[src/jtag_pkg.sv]
package jtag_pkg;

	// IEEE 1149.1 controller states
	typedef enum logic [3:0] {
		TAP_RESET      = 4'h0,
		TAP_IDLE       = 4'h1,
		TAP_SELECT_DR  = 4'h2,
		TAP_CAPTURE_DR = 4'h3,
		TAP_SHIFT_DR   = 4'h4,
		TAP_EXIT1_DR   = 4'h5,
		TAP_PAUSE_DR   = 4'h6,
		TAP_EXIT2_DR   = 4'h7,
		TAP_UPDATE_DR  = 4'h8,
		TAP_SELECT_IR  = 4'h9,
		TAP_CAPTURE_IR = 4'ha,
		TAP_SHIFT_IR   = 4'hb,
		TAP_EXIT1_IR   = 4'hc,
		TAP_PAUSE_IR   = 4'hd,
		TAP_EXIT2_IR   = 4'he,
		TAP_UPDATE_IR  = 4'hf
	} tap_state_t;

	localparam int IR_WIDTH = 4;

	// Unlisted codes are treated as bypass
	localparam logic [IR_WIDTH-1:0] INSTR_IDCODE   = 4'b0001;
	localparam logic [IR_WIDTH-1:0] INSTR_REG_ADDR = 4'b0010;
	localparam logic [IR_WIDTH-1:0] INSTR_REG_DATA = 4'b0011;
	localparam logic [IR_WIDTH-1:0] INSTR_BYPASS   = 4'b1111;

	// Version, part number, manufacturer, mandatory 1 in bit 0
	localparam logic [31:0] IDCODE_VALUE = 32'h1a57_2e4f;

endpackage

[src/dbg_reg_pkg.sv]
package dbg_reg_pkg;

	localparam int REG_ADDR_WIDTH = 8;
	localparam int REG_DATA_WIDTH = 16;

	// Configuration registers, read and write
	localparam logic [REG_ADDR_WIDTH-1:0] ADDR_CTRL      = 8'h00;
	localparam logic [REG_ADDR_WIDTH-1:0] ADDR_PRBS_MODE = 8'h01;
	localparam logic [REG_ADDR_WIDTH-1:0] ADDR_PRBS_INIT = 8'h02;

	// Status registers, read only
	localparam logic [REG_ADDR_WIDTH-1:0] ADDR_STAT_EXT   = 8'h40;
	localparam logic [REG_ADDR_WIDTH-1:0] ADDR_CORRECT_LO = 8'h41;
	localparam logic [REG_ADDR_WIDTH-1:0] ADDR_CORRECT_HI = 8'h42;
	localparam logic [REG_ADDR_WIDTH-1:0] ADDR_TOTAL_LO   = 8'h43;
	localparam logic [REG_ADDR_WIDTH-1:0] ADDR_TOTAL_HI   = 8'h44;

	// Power-up values
	localparam logic [REG_DATA_WIDTH-1:0] CTRL_RESET      = 16'h8001;
	localparam logic [REG_DATA_WIDTH-1:0] PRBS_INIT_RESET = 16'h007f;

endpackage

[src/jtag_pin_sync.sv]
`default_nettype none

module jtag_pin_sync (
	input wire logic clk,
	input wire logic rst_i,
	input wire logic tck_i,
	input wire logic tms_i,
	input wire logic tdi_i,
	input wire logic trst_n_i,
	output logic tck_rise_o,
	output logic tck_fall_o,
	output logic tms_o,
	output logic tdi_o,
	output logic trst_n_o
);
	logic [1:0] tck_ff;
	logic [1:0] tms_ff;
	logic [1:0] tdi_ff;
	logic [1:0] trst_n_ff;
	logic tck_d;

	always_ff @(posedge clk) begin
		if (rst_i) begin
			tck_ff <= '0;
			tms_ff <= '0;
			tdi_ff <= '0;
			trst_n_ff <= '1;
			tck_d <= 1'b0;
		end else begin
			tck_ff <= {tck_ff[0], tck_i};
			tms_ff <= {tms_ff[0], tms_i};
			tdi_ff <= {tdi_ff[0], tdi_i};
			trst_n_ff <= {trst_n_ff[0], trst_n_i};
			tck_d <= tck_ff[1];
		end
	end

	// Edge strobes from the last two synchronized TCK samples
	assign tck_rise_o = tck_ff[1] & ~tck_d;
	assign tck_fall_o = ~tck_ff[1] & tck_d;

	assign tms_o = tms_ff[1];
	assign tdi_o = tdi_ff[1];
	assign trst_n_o = trst_n_ff[1];

	// TCK phases of at least 4 clk cycles keep the strobes apart
	assert property (@(posedge clk) disable iff (rst_i)
		(tck_rise_o || tck_fall_o) |->
			!$past(tck_rise_o || tck_fall_o, 1) &&
			!$past(tck_rise_o || tck_fall_o, 2) &&
			!$past(tck_rise_o || tck_fall_o, 3));

endmodule

`default_nettype wire

[src/jtag_tap.sv]
`default_nettype none

module jtag_tap import jtag_pkg::*, dbg_reg_pkg::*; (
	input wire logic clk,
	input wire logic rst_i,
	input wire logic tck_rise_i,
	input wire logic tck_fall_i,
	input wire logic tms_i,
	input wire logic tdi_i,
	input wire logic trst_n_i,
	input wire logic [REG_DATA_WIDTH-1:0] rd_data_i,
	output logic tdo_o,
	output logic [REG_ADDR_WIDTH-1:0] reg_addr_o,
	output logic [REG_DATA_WIDTH-1:0] wr_data_o,
	output logic wr_en_o
);
	tap_state_t state;
	tap_state_t state_nxt;
	logic [IR_WIDTH-1:0] ir_shift;
	logic [IR_WIDTH-1:0] ir;
	logic [$bits(IDCODE_VALUE)-1:0] dr;
	logic tap_rst;
	logic upd_dr;

	assign tap_rst = rst_i || !trst_n_i;
	assign upd_dr = tck_rise_i && !tap_rst && state_nxt == TAP_UPDATE_DR;

	always_comb begin
		case (state)
			TAP_RESET:      state_nxt = tms_i ? TAP_RESET : TAP_IDLE;
			TAP_IDLE:       state_nxt = tms_i ? TAP_SELECT_DR : TAP_IDLE;
			TAP_SELECT_DR:  state_nxt = tms_i ? TAP_SELECT_IR : TAP_CAPTURE_DR;
			TAP_CAPTURE_DR: state_nxt = tms_i ? TAP_EXIT1_DR : TAP_SHIFT_DR;
			TAP_SHIFT_DR:   state_nxt = tms_i ? TAP_EXIT1_DR : TAP_SHIFT_DR;
			TAP_EXIT1_DR:   state_nxt = tms_i ? TAP_UPDATE_DR : TAP_PAUSE_DR;
			TAP_PAUSE_DR:   state_nxt = tms_i ? TAP_EXIT2_DR : TAP_PAUSE_DR;
			TAP_EXIT2_DR:   state_nxt = tms_i ? TAP_UPDATE_DR : TAP_SHIFT_DR;
			TAP_UPDATE_DR:  state_nxt = tms_i ? TAP_SELECT_DR : TAP_IDLE;
			TAP_SELECT_IR:  state_nxt = tms_i ? TAP_RESET : TAP_CAPTURE_IR;
			TAP_CAPTURE_IR: state_nxt = tms_i ? TAP_EXIT1_IR : TAP_SHIFT_IR;
			TAP_SHIFT_IR:   state_nxt = tms_i ? TAP_EXIT1_IR : TAP_SHIFT_IR;
			TAP_EXIT1_IR:   state_nxt = tms_i ? TAP_UPDATE_IR : TAP_PAUSE_IR;
			TAP_PAUSE_IR:   state_nxt = tms_i ? TAP_EXIT2_IR : TAP_PAUSE_IR;
			TAP_EXIT2_IR:   state_nxt = tms_i ? TAP_UPDATE_IR : TAP_SHIFT_IR;
			TAP_UPDATE_IR:  state_nxt = tms_i ? TAP_SELECT_DR : TAP_IDLE;
			default:        state_nxt = TAP_RESET;
		endcase
	end

	always_ff @(posedge clk) begin
		if (tap_rst) begin
			state <= TAP_RESET;
			ir <= INSTR_IDCODE;
			wr_en_o <= 1'b0;
		end else begin
			wr_en_o <= upd_dr && ir == INSTR_REG_DATA;
			if (tck_rise_i) begin
				state <= state_nxt;
				if (state_nxt == TAP_RESET)
					ir <= INSTR_IDCODE;
				else if (state_nxt == TAP_UPDATE_IR)
					ir <= ir_shift;
			end
		end
	end

	// Capture and shift; chain length follows the instruction
	always_ff @(posedge clk) begin
		if (tck_rise_i) begin
			case (state)
				TAP_CAPTURE_DR: begin
					case (ir)
						INSTR_IDCODE:   dr <= IDCODE_VALUE;
						INSTR_REG_ADDR: dr[REG_ADDR_WIDTH-1:0] <= reg_addr_o;
						INSTR_REG_DATA: dr[REG_DATA_WIDTH-1:0] <= rd_data_i;
						default:        dr[0] <= 1'b0;
					endcase
				end
				TAP_SHIFT_DR: begin
					case (ir)
						INSTR_IDCODE:   dr <= {tdi_i, dr[$bits(dr)-1:1]};
						INSTR_REG_ADDR: dr[REG_ADDR_WIDTH-1:0] <= {tdi_i, dr[REG_ADDR_WIDTH-1:1]};
						INSTR_REG_DATA: dr[REG_DATA_WIDTH-1:0] <= {tdi_i, dr[REG_DATA_WIDTH-1:1]};
						default:        dr[0] <= tdi_i;
					endcase
				end
				TAP_CAPTURE_IR: ir_shift <= IR_WIDTH'(1);
				TAP_SHIFT_IR:   ir_shift <= {tdi_i, ir_shift[IR_WIDTH-1:1]};
				default: ;
			endcase
		end
		if (upd_dr && ir == INSTR_REG_DATA)
			wr_data_o <= dr[REG_DATA_WIDTH-1:0];
	end

	// Address survives a TAP reset so the register file keeps its selection
	always_ff @(posedge clk) begin
		if (rst_i)
			reg_addr_o <= '0;
		else if (upd_dr && ir == INSTR_REG_ADDR)
			reg_addr_o <= dr[REG_ADDR_WIDTH-1:0];
	end

	// TDO changes on the falling edge only
	always_ff @(posedge clk) begin
		if (tap_rst) begin
			tdo_o <= 1'b0;
		end else if (tck_fall_i) begin
			case (state)
				TAP_SHIFT_DR: tdo_o <= dr[0];
				TAP_SHIFT_IR: tdo_o <= ir_shift[0];
				default:      tdo_o <= 1'b0;
			endcase
		end
	end

	assert property (@(posedge clk) disable iff (rst_i)
		wr_en_o |-> state == TAP_UPDATE_DR && ir == INSTR_REG_DATA);

	assert property (@(posedge clk) disable iff (rst_i)
		state == TAP_RESET |-> ir == INSTR_IDCODE);

endmodule

`default_nettype wire

[src/dbg_reg_file.sv]
`default_nettype none

module dbg_reg_file import dbg_reg_pkg::*; #(
	parameter int COUNT_WIDTH = 32
) (
	input wire logic clk,
	input wire logic rst_i,
	input wire logic wr_en_i,
	input wire logic [REG_ADDR_WIDTH-1:0] reg_addr_i,
	input wire logic [REG_DATA_WIDTH-1:0] wr_data_i,
	input wire logic [REG_DATA_WIDTH-1:0] stat_i,
	input wire logic [COUNT_WIDTH-1:0] correct_cnt_i,
	input wire logic [COUNT_WIDTH-1:0] total_cnt_i,
	output logic [REG_DATA_WIDTH-1:0] rd_data_o,
	output logic [REG_DATA_WIDTH-1:0] ctrl_o,
	output logic prbs_en_o,
	output logic [6:0] prbs_seed_o
);
	localparam int HALF = COUNT_WIDTH / 2;

	logic [REG_DATA_WIDTH-1:0] ctrl_q;
	logic [REG_DATA_WIDTH-1:0] mode_q;
	logic [REG_DATA_WIDTH-1:0] init_q;

	always_ff @(posedge clk) begin
		if (rst_i) begin
			ctrl_q <= CTRL_RESET;
			mode_q <= '0;
			init_q <= PRBS_INIT_RESET;
		end else if (wr_en_i) begin
			// Status addresses fall through and are not written
			case (reg_addr_i)
				ADDR_CTRL:      ctrl_q <= wr_data_i;
				ADDR_PRBS_MODE: mode_q <= wr_data_i;
				ADDR_PRBS_INIT: init_q <= wr_data_i;
				default: ;
			endcase
		end
	end

	assign ctrl_o = ctrl_q;
	assign prbs_en_o = mode_q[0];
	assign prbs_seed_o = init_q[6:0];

	// Counters read back as two halves
	always_comb begin
		case (reg_addr_i)
			ADDR_CTRL:       rd_data_o = ctrl_q;
			ADDR_PRBS_MODE:  rd_data_o = mode_q;
			ADDR_PRBS_INIT:  rd_data_o = init_q;
			ADDR_STAT_EXT:   rd_data_o = stat_i;
			ADDR_CORRECT_LO: rd_data_o = REG_DATA_WIDTH'(correct_cnt_i[HALF-1:0]);
			ADDR_CORRECT_HI: rd_data_o = REG_DATA_WIDTH'(correct_cnt_i[COUNT_WIDTH-1:HALF]);
			ADDR_TOTAL_LO:   rd_data_o = REG_DATA_WIDTH'(total_cnt_i[HALF-1:0]);
			ADDR_TOTAL_HI:   rd_data_o = REG_DATA_WIDTH'(total_cnt_i[COUNT_WIDTH-1:HALF]);
			default:         rd_data_o = '0;
		endcase
	end

endmodule

`default_nettype wire

[src/prbs_checker.sv]
`default_nettype none

module prbs_checker #(
	parameter int COUNT_WIDTH = 32
) (
	input wire logic clk,
	input wire logic rst_i,
	input wire logic prbs_en_i,
	input wire logic rx_bit_i,
	input wire logic rx_valid_i,
	input wire logic [6:0] prbs_seed_i,
	output logic [COUNT_WIDTH-1:0] correct_cnt_o,
	output logic [COUNT_WIDTH-1:0] total_cnt_o
);
	localparam int LFSR_LEN = 7;

	logic [LFSR_LEN-1:0] lfsr;
	logic en_q;
	logic start;
	logic exp_bit;

	assign start = prbs_en_i && !en_q;

	// New x^7 + x^6 + 1 feedback bit is also the expected data bit
	assign exp_bit = lfsr[6] ^ lfsr[5];

	always_ff @(posedge clk) begin
		if (rst_i) begin
			en_q <= 1'b0;
			lfsr <= LFSR_LEN'(1);
			correct_cnt_o <= '0;
			total_cnt_o <= '0;
		end else begin
			en_q <= prbs_en_i;
			if (start) begin
				// All-zero seed would lock the LFSR
				lfsr <= (prbs_seed_i == '0) ? LFSR_LEN'(1) : prbs_seed_i;
				correct_cnt_o <= '0;
				total_cnt_o <= '0;
			end else if (prbs_en_i && rx_valid_i) begin
				lfsr <= {lfsr[LFSR_LEN-2:0], exp_bit};
				total_cnt_o <= total_cnt_o + 1'b1;
				if (rx_bit_i == exp_bit)
					correct_cnt_o <= correct_cnt_o + 1'b1;
			end
		end
	end

	assert property (@(posedge clk) disable iff (rst_i)
		correct_cnt_o <= total_cnt_o);

endmodule

`default_nettype wire

[src/jtag.sv]
`default_nettype none

module jtag import dbg_reg_pkg::*; (
	input wire logic clk,
	input wire logic rst_i,
	input wire logic tck_i,
	input wire logic tms_i,
	input wire logic tdi_i,
	input wire logic trst_n_i,
	input wire logic rx_bit_i,
	input wire logic rx_valid_i,
	input wire logic [REG_DATA_WIDTH-1:0] stat_i,
	output logic tdo_o,
	output logic [REG_DATA_WIDTH-1:0] ctrl_o
);
	localparam int COUNT_WIDTH = 32;

	logic tck_rise;
	logic tck_fall;
	logic tms_s;
	logic tdi_s;
	logic trst_n_s;
	logic [REG_ADDR_WIDTH-1:0] reg_addr;
	logic [REG_DATA_WIDTH-1:0] wr_data;
	logic [REG_DATA_WIDTH-1:0] rd_data;
	logic wr_en;
	logic prbs_en;
	logic [6:0] prbs_seed;
	logic [COUNT_WIDTH-1:0] correct_cnt;
	logic [COUNT_WIDTH-1:0] total_cnt;

	// No TDO output enable at this level
	jtag_pin_sync i_pin_sync (
		.clk(clk), .rst_i(rst_i),
		.tck_i(tck_i), .tms_i(tms_i), .tdi_i(tdi_i), .trst_n_i(trst_n_i),
		.tck_rise_o(tck_rise), .tck_fall_o(tck_fall),
		.tms_o(tms_s), .tdi_o(tdi_s), .trst_n_o(trst_n_s)
	);

	jtag_tap i_tap (
		.clk(clk), .rst_i(rst_i),
		.tck_rise_i(tck_rise), .tck_fall_i(tck_fall),
		.tms_i(tms_s), .tdi_i(tdi_s), .trst_n_i(trst_n_s),
		.rd_data_i(rd_data), .tdo_o(tdo_o),
		.reg_addr_o(reg_addr), .wr_data_o(wr_data), .wr_en_o(wr_en)
	);

	dbg_reg_file #(.COUNT_WIDTH(COUNT_WIDTH)) i_reg_file (
		.clk(clk), .rst_i(rst_i),
		.wr_en_i(wr_en), .reg_addr_i(reg_addr), .wr_data_i(wr_data),
		.stat_i(stat_i), .correct_cnt_i(correct_cnt), .total_cnt_i(total_cnt),
		.rd_data_o(rd_data), .ctrl_o(ctrl_o),
		.prbs_en_o(prbs_en), .prbs_seed_o(prbs_seed)
	);

	prbs_checker #(.COUNT_WIDTH(COUNT_WIDTH)) i_prbs_checker (
		.clk(clk), .rst_i(rst_i),
		.prbs_en_i(prbs_en), .rx_bit_i(rx_bit_i), .rx_valid_i(rx_valid_i),
		.prbs_seed_i(prbs_seed),
		.correct_cnt_o(correct_cnt), .total_cnt_o(total_cnt)
	);

endmodule

`default_nettype wire

[config.mk]
export PLATFORM = sky130hd
export DESIGN_NAME = jtag
export DESIGN_NICKNAME = d
export VERILOG_FILES = /design/src/jtag_pkg.sv /design/src/dbg_reg_pkg.sv /design/src/jtag_pin_sync.sv /design/src/jtag_tap.sv /design/src/dbg_reg_file.sv /design/src/prbs_checker.sv /design/src/jtag.sv
export SDC_FILE = /design/constraint.sdc
export NUM_CORES = 1
export LEC_CHECK = 0
export ABC_CLOCK_PERIOD_IN_PS = 4000
export BUFFER_PORTS_ARGS = -buffer_cell sky130_fd_sc_hd__clkbuf_2
export CAP_MARGIN = 20
export CORE_AREA = 8 8 147 149
export DETAILED_ROUTE_END_ITERATION = 6
export DIE_AREA = 0 0 155 157
export GPL_ROUTABILITY_DRIVEN = 0
export PLACE_DENSITY = 0.66
export SETUP_SLACK_MARGIN = 0.15
export SYNTH_ARGS = -nofsm -noshare
export SYNTH_HDL_FRONTEND = slang
export SYNTH_HIERARCHICAL = 1
export SYNTH_SLANG_ARGS = --single-unit
[constraint.sdc]
create_clock -name clk -period 4 [get_ports clk]
set_clock_uncertainty 0.2 [all_clocks]
set_input_delay 0.2 -clock clk [delete_from_list [all_inputs] [get_ports clk]]
set_output_delay 0.2 -clock clk [all_outputs]
set_load 0.01 [all_outputs]
# [Word-level counts from Yosys, hierarchy flattened]
# Cells that the tools add are included.
[word_totals] regBits=199 in_bits=24 output_inout_bits=17
[op_classes] add_sub_neg=2 eq_ne=34 n_mux=30 bitwise=5 n_reduce_logical=34
[op_table] op="16-bit case mux with 8 select lines" count=1
[op_table] op="32-bit by 1-bit adder with 32-bit output, second input constant" count=2
[op_table] op="32-bit case mux with 2 select lines" count=1
[op_table] op="4-bit case mux with 12 select lines" count=1
[op_table] op="4-bit equality test, second input constant" count=10
[op_table] op="8-bit by 7-bit equality test with 1-bit output, second input constant" count=5
[op_table] op="16-bit 2-to-1 mux" count=2
[op_table] op="8-bit case mux with 2 select lines" count=2
[op_table] op="4-bit 2-to-1 mux" count=6
[op_table] op="7-bit 2-to-1 mux" count=3
[op_table] op="7-bit case mux with 3 select lines" count=1
[op_table] op="4-bit by 2-bit equality test with 1-bit output, second input constant" count=4
[op_table] op="4-bit by 3-bit equality test with 1-bit output, second input constant" count=4
[op_table] op="7-bit case mux with 2 select lines" count=1
[op_table] op="2-bit AND reduction" count=7
[op_table] op="4-bit AND reduction" count=3
[op_table] op="4-bit by 1-bit equality test with 1-bit output, second input constant" count=2
[op_table] op="8-bit by 1-bit equality test with 1-bit output, second input constant" count=1
[op_table] op="8-bit by 2-bit equality test with 1-bit output, second input constant" count=1
[op_table] op="4-bit zero test" count=2
[op_table] op="8-bit zero test" count=1
[op_table] op="4-bit case mux with 2 select lines" count=1
[op_table] op="2-bit nonzero test" count=4
[op_table] op="2-bit OR reduction" count=4
[op_table] op="other kinds (19)" count=36

# [Longest topological paths before layout]
[depth] word_depth=6 ltp_mapped=9

# [By module]
# Netlist, hierarchy kept.
[modules_own_cells] module="prbs_checker" instances=1 cells_each=400 area_per_inst_um2=3444.6 seq_area_each_um2=1441.4
[modules_own_cells] module="jtag_tap" instances=1 cells_each=236 area_per_inst_um2=3004.1 seq_area_each_um2=1921.8
[modules_own_cells] module="dbg_reg_file" instances=1 cells_each=347 area_per_inst_um2=2761.4 seq_area_each_um2=960.9
[modules_own_cells] module="jtag_pin_sync" instances=1 cells_each=20 area_per_inst_um2=249.0 seq_area_each_um2=180.2

# [Least setup slack after synthesis]
# OpenSTA, ideal clock, no wires.
[synth_path] path_kind="reg2reg" from="register i_tap.state[1]" to="register i_tap.dr[16] (enable)" t_arrival_ns=2.070 t_required_ns=3.391 slack_ns=1.321 stages_incl_launch_ff=5 path_buffers=1 period_less_slack_ns=2.679 path_cell_list="dfxtp_1 -> buf_2 -> mux2i_1 -> nand3b_1 -> nor3_1"
[synth_via] elab_chain_len=3 word_cells_on_any_way=6 classes_between="4 x eq/ne; 2 x reduce/logical"
[synth_lines] element="start, declared" line="jtag_tap.sv:17" text="tap_state_t state;"
[synth_lines] element="start signal, assigned" line="jtag_tap.sv:58" text="state <= state_nxt;"
[synth_lines] element="4-bit by 3-bit equality test with 1-bit output or 4-bit by 2-bit equality test with 1-bit output (tied branches)" line="jtag_tap.sv:70" text="case (state)"
[synth_lines] element="2-bit inequality test (no source line) (tied with other cells)"
[synth_lines] element="4-bit AND reduction (no source line) (*)"
[synth_lines] element="end signal, assigned by index" line="jtag_tap.sv:74" text="INSTR_REG_ADDR: dr[REG_ADDR_WIDTH-1:0] <= reg_addr_o;"
[synth_lines] element="end signal, assigned by index" line="jtag_tap.sv:75" text="INSTR_REG_DATA: dr[REG_DATA_WIDTH-1:0] <= rd_data_i;"
[synth_lines] element="end signal, assigned" line="jtag_tap.sv:81" text="INSTR_IDCODE: dr <= {tdi_i, dr[$bits(dr)-1:1]};"
[synth_lines] element="end, declared" line="jtag_tap.sv:21" text="logic [$bits(IDCODE_VALUE)-1:0] dr;"
# Mark *: on every way between the ends. The rest lies on a longest branch, timed or not.
# A chain may end at the register's enable or synchronous reset.

# [Final worst setup path]
[layout_path] from="register i_tap.reg_addr_o[1]" to="register i_tap.dr[0], data pin"
[layout_via] elab_chain_len=4 word_cells_on_any_way=11 classes_between="7 x eq/ne; 3 x mux; 1 x reduce/logical"
[layout_lines] element="start, declared" line="jtag_tap.sv:13" text="output logic [REG_ADDR_WIDTH-1:0] reg_addr_o,"
[layout_lines] element="start signal, assigned" line="jtag_tap.sv:101" text="reg_addr_o <= dr[REG_ADDR_WIDTH-1:0];"
[layout_lines] element="8-bit by 7-bit equality test with 1-bit output (tied with other cells)" line="dbg_reg_file.sv:47" text="case (reg_addr_i)"
[layout_lines] element="16-bit case mux with 8 select lines (*)" line="dbg_reg_file.sv:47"
[layout_lines] element="via rd_data[0]" line="jtag.sv:25" text="logic [REG_DATA_WIDTH-1:0] rd_data;"
[layout_lines] element="1-bit case mux with 3 select lines (*)" line="jtag_tap.sv:72" text="case (ir)"
[layout_lines] element="32-bit case mux with 2 select lines (*)" line="jtag_tap.sv:70"
# Mark *: on every way through the listed nets, which the timed path passes. The rest lies on a longest branch.

==> flow_summary.toml <==
[clock_network]
clock-root-buffer = "clkbuf_16"
cts.repair.resized = 0
cts.sinks = 199
cts_max_level = 4
clk_pin_slew_ns = 0.07
clkLatencyLatePin_ns = 0.44
clock_path_buffers = 2
cts_buffers = 17
cts_tree = "done"

[pwr]
intPower_w = 0.00298
seq_power_share_pct = 53.3
p_leak_nw = 3.46
power.density_nw_per_um2 = 373
combPwrFrac_pct = 1.9
clockPowerShare_pct = 44.8
max-vdd-ir-drop_v = 0.000261
p_switching_w = 0.000887
p_sw_share_pct = 22.9

[run_status]
outcome = "finished clean"

[finish]
final_common_cell = "dfxtp_1"
final_core_util_pct = 54.0
syn2layout_area_growth_pct = 9.55
num_antenna_cells = 0
nNetsFinal = 1030
drive_above_1_share_pct = 9.73
final_cell_mix = "dfxtp_1, nand2_1, a21oi_1"
fillers = 1753

[global_routing]
gr-total-overflow = 0
antenna_found_initial = 0
track_usage_pct = 20.2
grt_pass1_wl_um = 39500
grt_pass1_vias = 7175
grt_start_max_net_pins = 77

[sta]
holdWs_ns = 0.0187
grt_setup_unrepaired = "false"
totalNegativeSetupSlack_ns = 0
slew_headroom_pct = 34.5
post-route-period-util_pct = 70.8
final_hold_viol_count = 0
maxSlewViolCount = 0
final-setup-viol-count = 0
min_period_ns = 2.83
max_freq_mhz = 353
worst_slew_pin_slew_ns = 0.979

[floorplanning]
io_pins = 41
die-height_um = 157
num_rows = 51
die_w_um = 155
die-area_sq_um = 24300
start_util_pct = 49.2
core_area_sq_um = 19200

[worst_setup_path]
r2r_slack_ns = 1.17
crit_path_end_kind = "flop"
cp_num_buf_inv = 1
path_delay_family = "simple AND/OR/NAND/NOR gates"
path_class = "flop to flop"
cp.arrival_ns = 2.90
cp_max_fo = 17
cp.required_ns = 4.07
worstRegToRegCells = 8
worst_r2r_endpoint = "i_tap/dr[0]"
critPathMaxStageDelay_ns = 0.70
worst_setup_path_start_kind = "flop"
critPathSlowestCell = "or3_1"
r2r_start = "i_tap/reg_addr_o[1]"
crit_chain = "or3_1, nor3_4, a22oi_1, o21ai_1, inv_1, a31oi_1, nand3_1, o21ai_0"

[routing]
route.detailed.drc = 0
drtIter0Drc = 1021
dr.pass1.iters = 6
viasPerCell = 6.10
totalWireLength_um = 24300
wire_per_inst_um = 18.9
ant_nets = 0
vias = 7825

[synth]
synth-simple-area-share_pct = 23.7
synth-edff-count = 52
synthFlopType = "dfxtp_1"
synth_top_family_by_area = "simple AND/OR/NAND/NOR gates"
synthArstFlopShare_pct = 0
synthXorXnorAreaFrac_pct = 1.73
synthAdderAreaFrac_pct = 0.265
synth_cells = 1003
yosysTopAreaCell = "dfxtp_1"
synth_warnings = 6
synth_compound_area_share_pct = 18.5
avgSynthCellArea_sq_um = 9.43
syn_area_sq_um = 9460
synth_seq_cells = 199
ys_top_cells_by_area = "dfxtp_1, edfxtp_1, nand2_1"
mappedNetlistNets = 1029
synth_top_area_share_pct = 31.1
synthMuxAreaShare_pct = 3.81
ys_types = 61
ys_seq_area_share_pct = 47.6

[hold_path]
min_from = "stat_i[11]"
hold_depth = 4
hold_class = "input port to flop"
holdPathEnd = "i_tap/dr[11]"

[run]
cap_violations = 0

[placement]
io_buffer_count = 40
dp_hpwl_um = 16400
==> what timing repair did <==
item	4_1_cts	5_1_grt
buffers inserted	0	0
hold buffers	8	0
endpoints found under the hold margin	8	0
==> cell families after synthesis <==
| family | after synthesis |
|---|---|
| simple gates | 405 |
| compound gates | 261 |
| flops | 199 |
| buf+inv | 83 |
| mux | 36 |
| xor+xnor | 17 |
| fa+ha+maj | 2 |
==> flip-flops by register name, summed over array words and instances (netlist names) <==
signal                        count
i_prbs_checker/correct_cnt_o     32
i_prbs_checker/total_cnt_o       32
i_tap/dr                         32
i_reg_file/ctrl_o                16
i_reg_file/init_q                16
i_reg_file/mode_q                16
i_tap/wr_data_o                  16
i_tap/reg_addr_o                  8
i_prbs_checker/lfsr               7
i_tap/ir                          4
i_tap/ir_shift                    4
i_tap/state                       4
i_pin_sync/tck_ff                 2
i_pin_sync/tdi_ff                 2
i_pin_sync/tms_ff                 2
i_pin_sync/trst_n_ff              2
i_pin_sync/tck_d                  1
i_prbs_checker/en_q               1
i_tap/tdo_o                       1
i_tap/wr_en_o                     1
==> power groups by stage <==
stage | Sequential [W] | Combinational (W) | Clock [W]
after floorplan | 0.00211 | 0.0000423 | 0
after global placement | 0.00211 | 0.0000674 | 0
after detailed placement | 0.00211 | 0.0000672 | 0
after CTS | 0.00206 | 0.0000736 | 0.00176
after global routing | 0.00206 | 0.0000800 | 0.00183
final | 0.00206 | 0.0000737 | 0.00173
==> per-stage QoR <==
step / cells / total power, W / cell area, sq um / worst slack (ns)
6_report: 1282 / 0.00387 / 10400 / 1.17
5_1_grt: 1282 / 0.00398 / 10400 / 1.01
2_1_floorplan: 1003 / 0.00215 / 9460 / 1.32
3_3_place_gp: 1242 / 0.00218 / 9690 / 1.31
3_5_place_dp: 1242 / 0.00218 / 9690 / 1.25
4_1_cts: 1282 / 0.00389 / 10400 / 1.21
==> metal layers <==
layer  up-vias  share of wire, %  GRT usage [%]
met5         -                 0              0
met2       267                44           29.9
li1       3768                 -              -
met4         0               3.0           8.49
met1      3746                47           28.5
met3        44               6.4           3.54
==> Yosys cell counts, drive strengths merged (4+ instances only) <==
master / count
a21oi: 89
a221oi: 4
a222oi: 15
a22o: 19
a22oi: 17
a311oi: 6
and2: 12
and3: 19
and4: 15
buf: 46
clkbuf: 29
dfxtp: 147
edfxtp: 52
inv: 8
mux2i: 36
nand2: 123
nand2b: 18
nand3: 37
nand4: 21
nor2: 56
nor2b: 17
nor3: 24
nor4: 5
o21a: 6
o21ai: 36
o22a: 4
o2bb2ai: 17
o31ai: 32
or3: 11
or4: 33
xor2: 13
==> worst reg2reg max path: cells and delay by family, from the launching register on <==
| family | cells | cell delay [ns] |
|---|---|---|
| simple gates | 3 | 1.44 |
| compound gates | 4 | 0.58 |
| flops | 1 | 0.40 |
| buf+inv | 1 | 0.05 |
==> worst max-delay path by stage <==
stage / start / slack, ns / depth (start not counted) / endpoint
floorplan: i_tap/state[1] / 1.32 / 4 / i_tap/dr[16]
global placement: i_tap/reg_addr_o[3] / 1.31 / 8 / i_tap/dr[0]
detailed placement: i_tap/reg_addr_o[1] / 1.25 / 5 / i_reg_file/init_q[12]
CTS: i_tap/reg_addr_o[3] / 1.21 / 8 / i_tap/dr[0]
global route: i_tap/reg_addr_o[0] / 1.01 / 9 / i_tap/dr[0]
finish: i_tap/reg_addr_o[1] / 1.17 / 8 / i_tap/dr[0]
==> cell type report <==
class	instances	area, sq um	area share, %
multi-input combinational	721	4550	44.0
sequential	199	4500	43.5
clock buffer	19	475	4.59
timing repair buffer	57	348	3.36
tap	265	332	3.20
clock inverter	13	119	1.15
inverter	8	30.0	0.290
(Power assumes the default switching activity.)
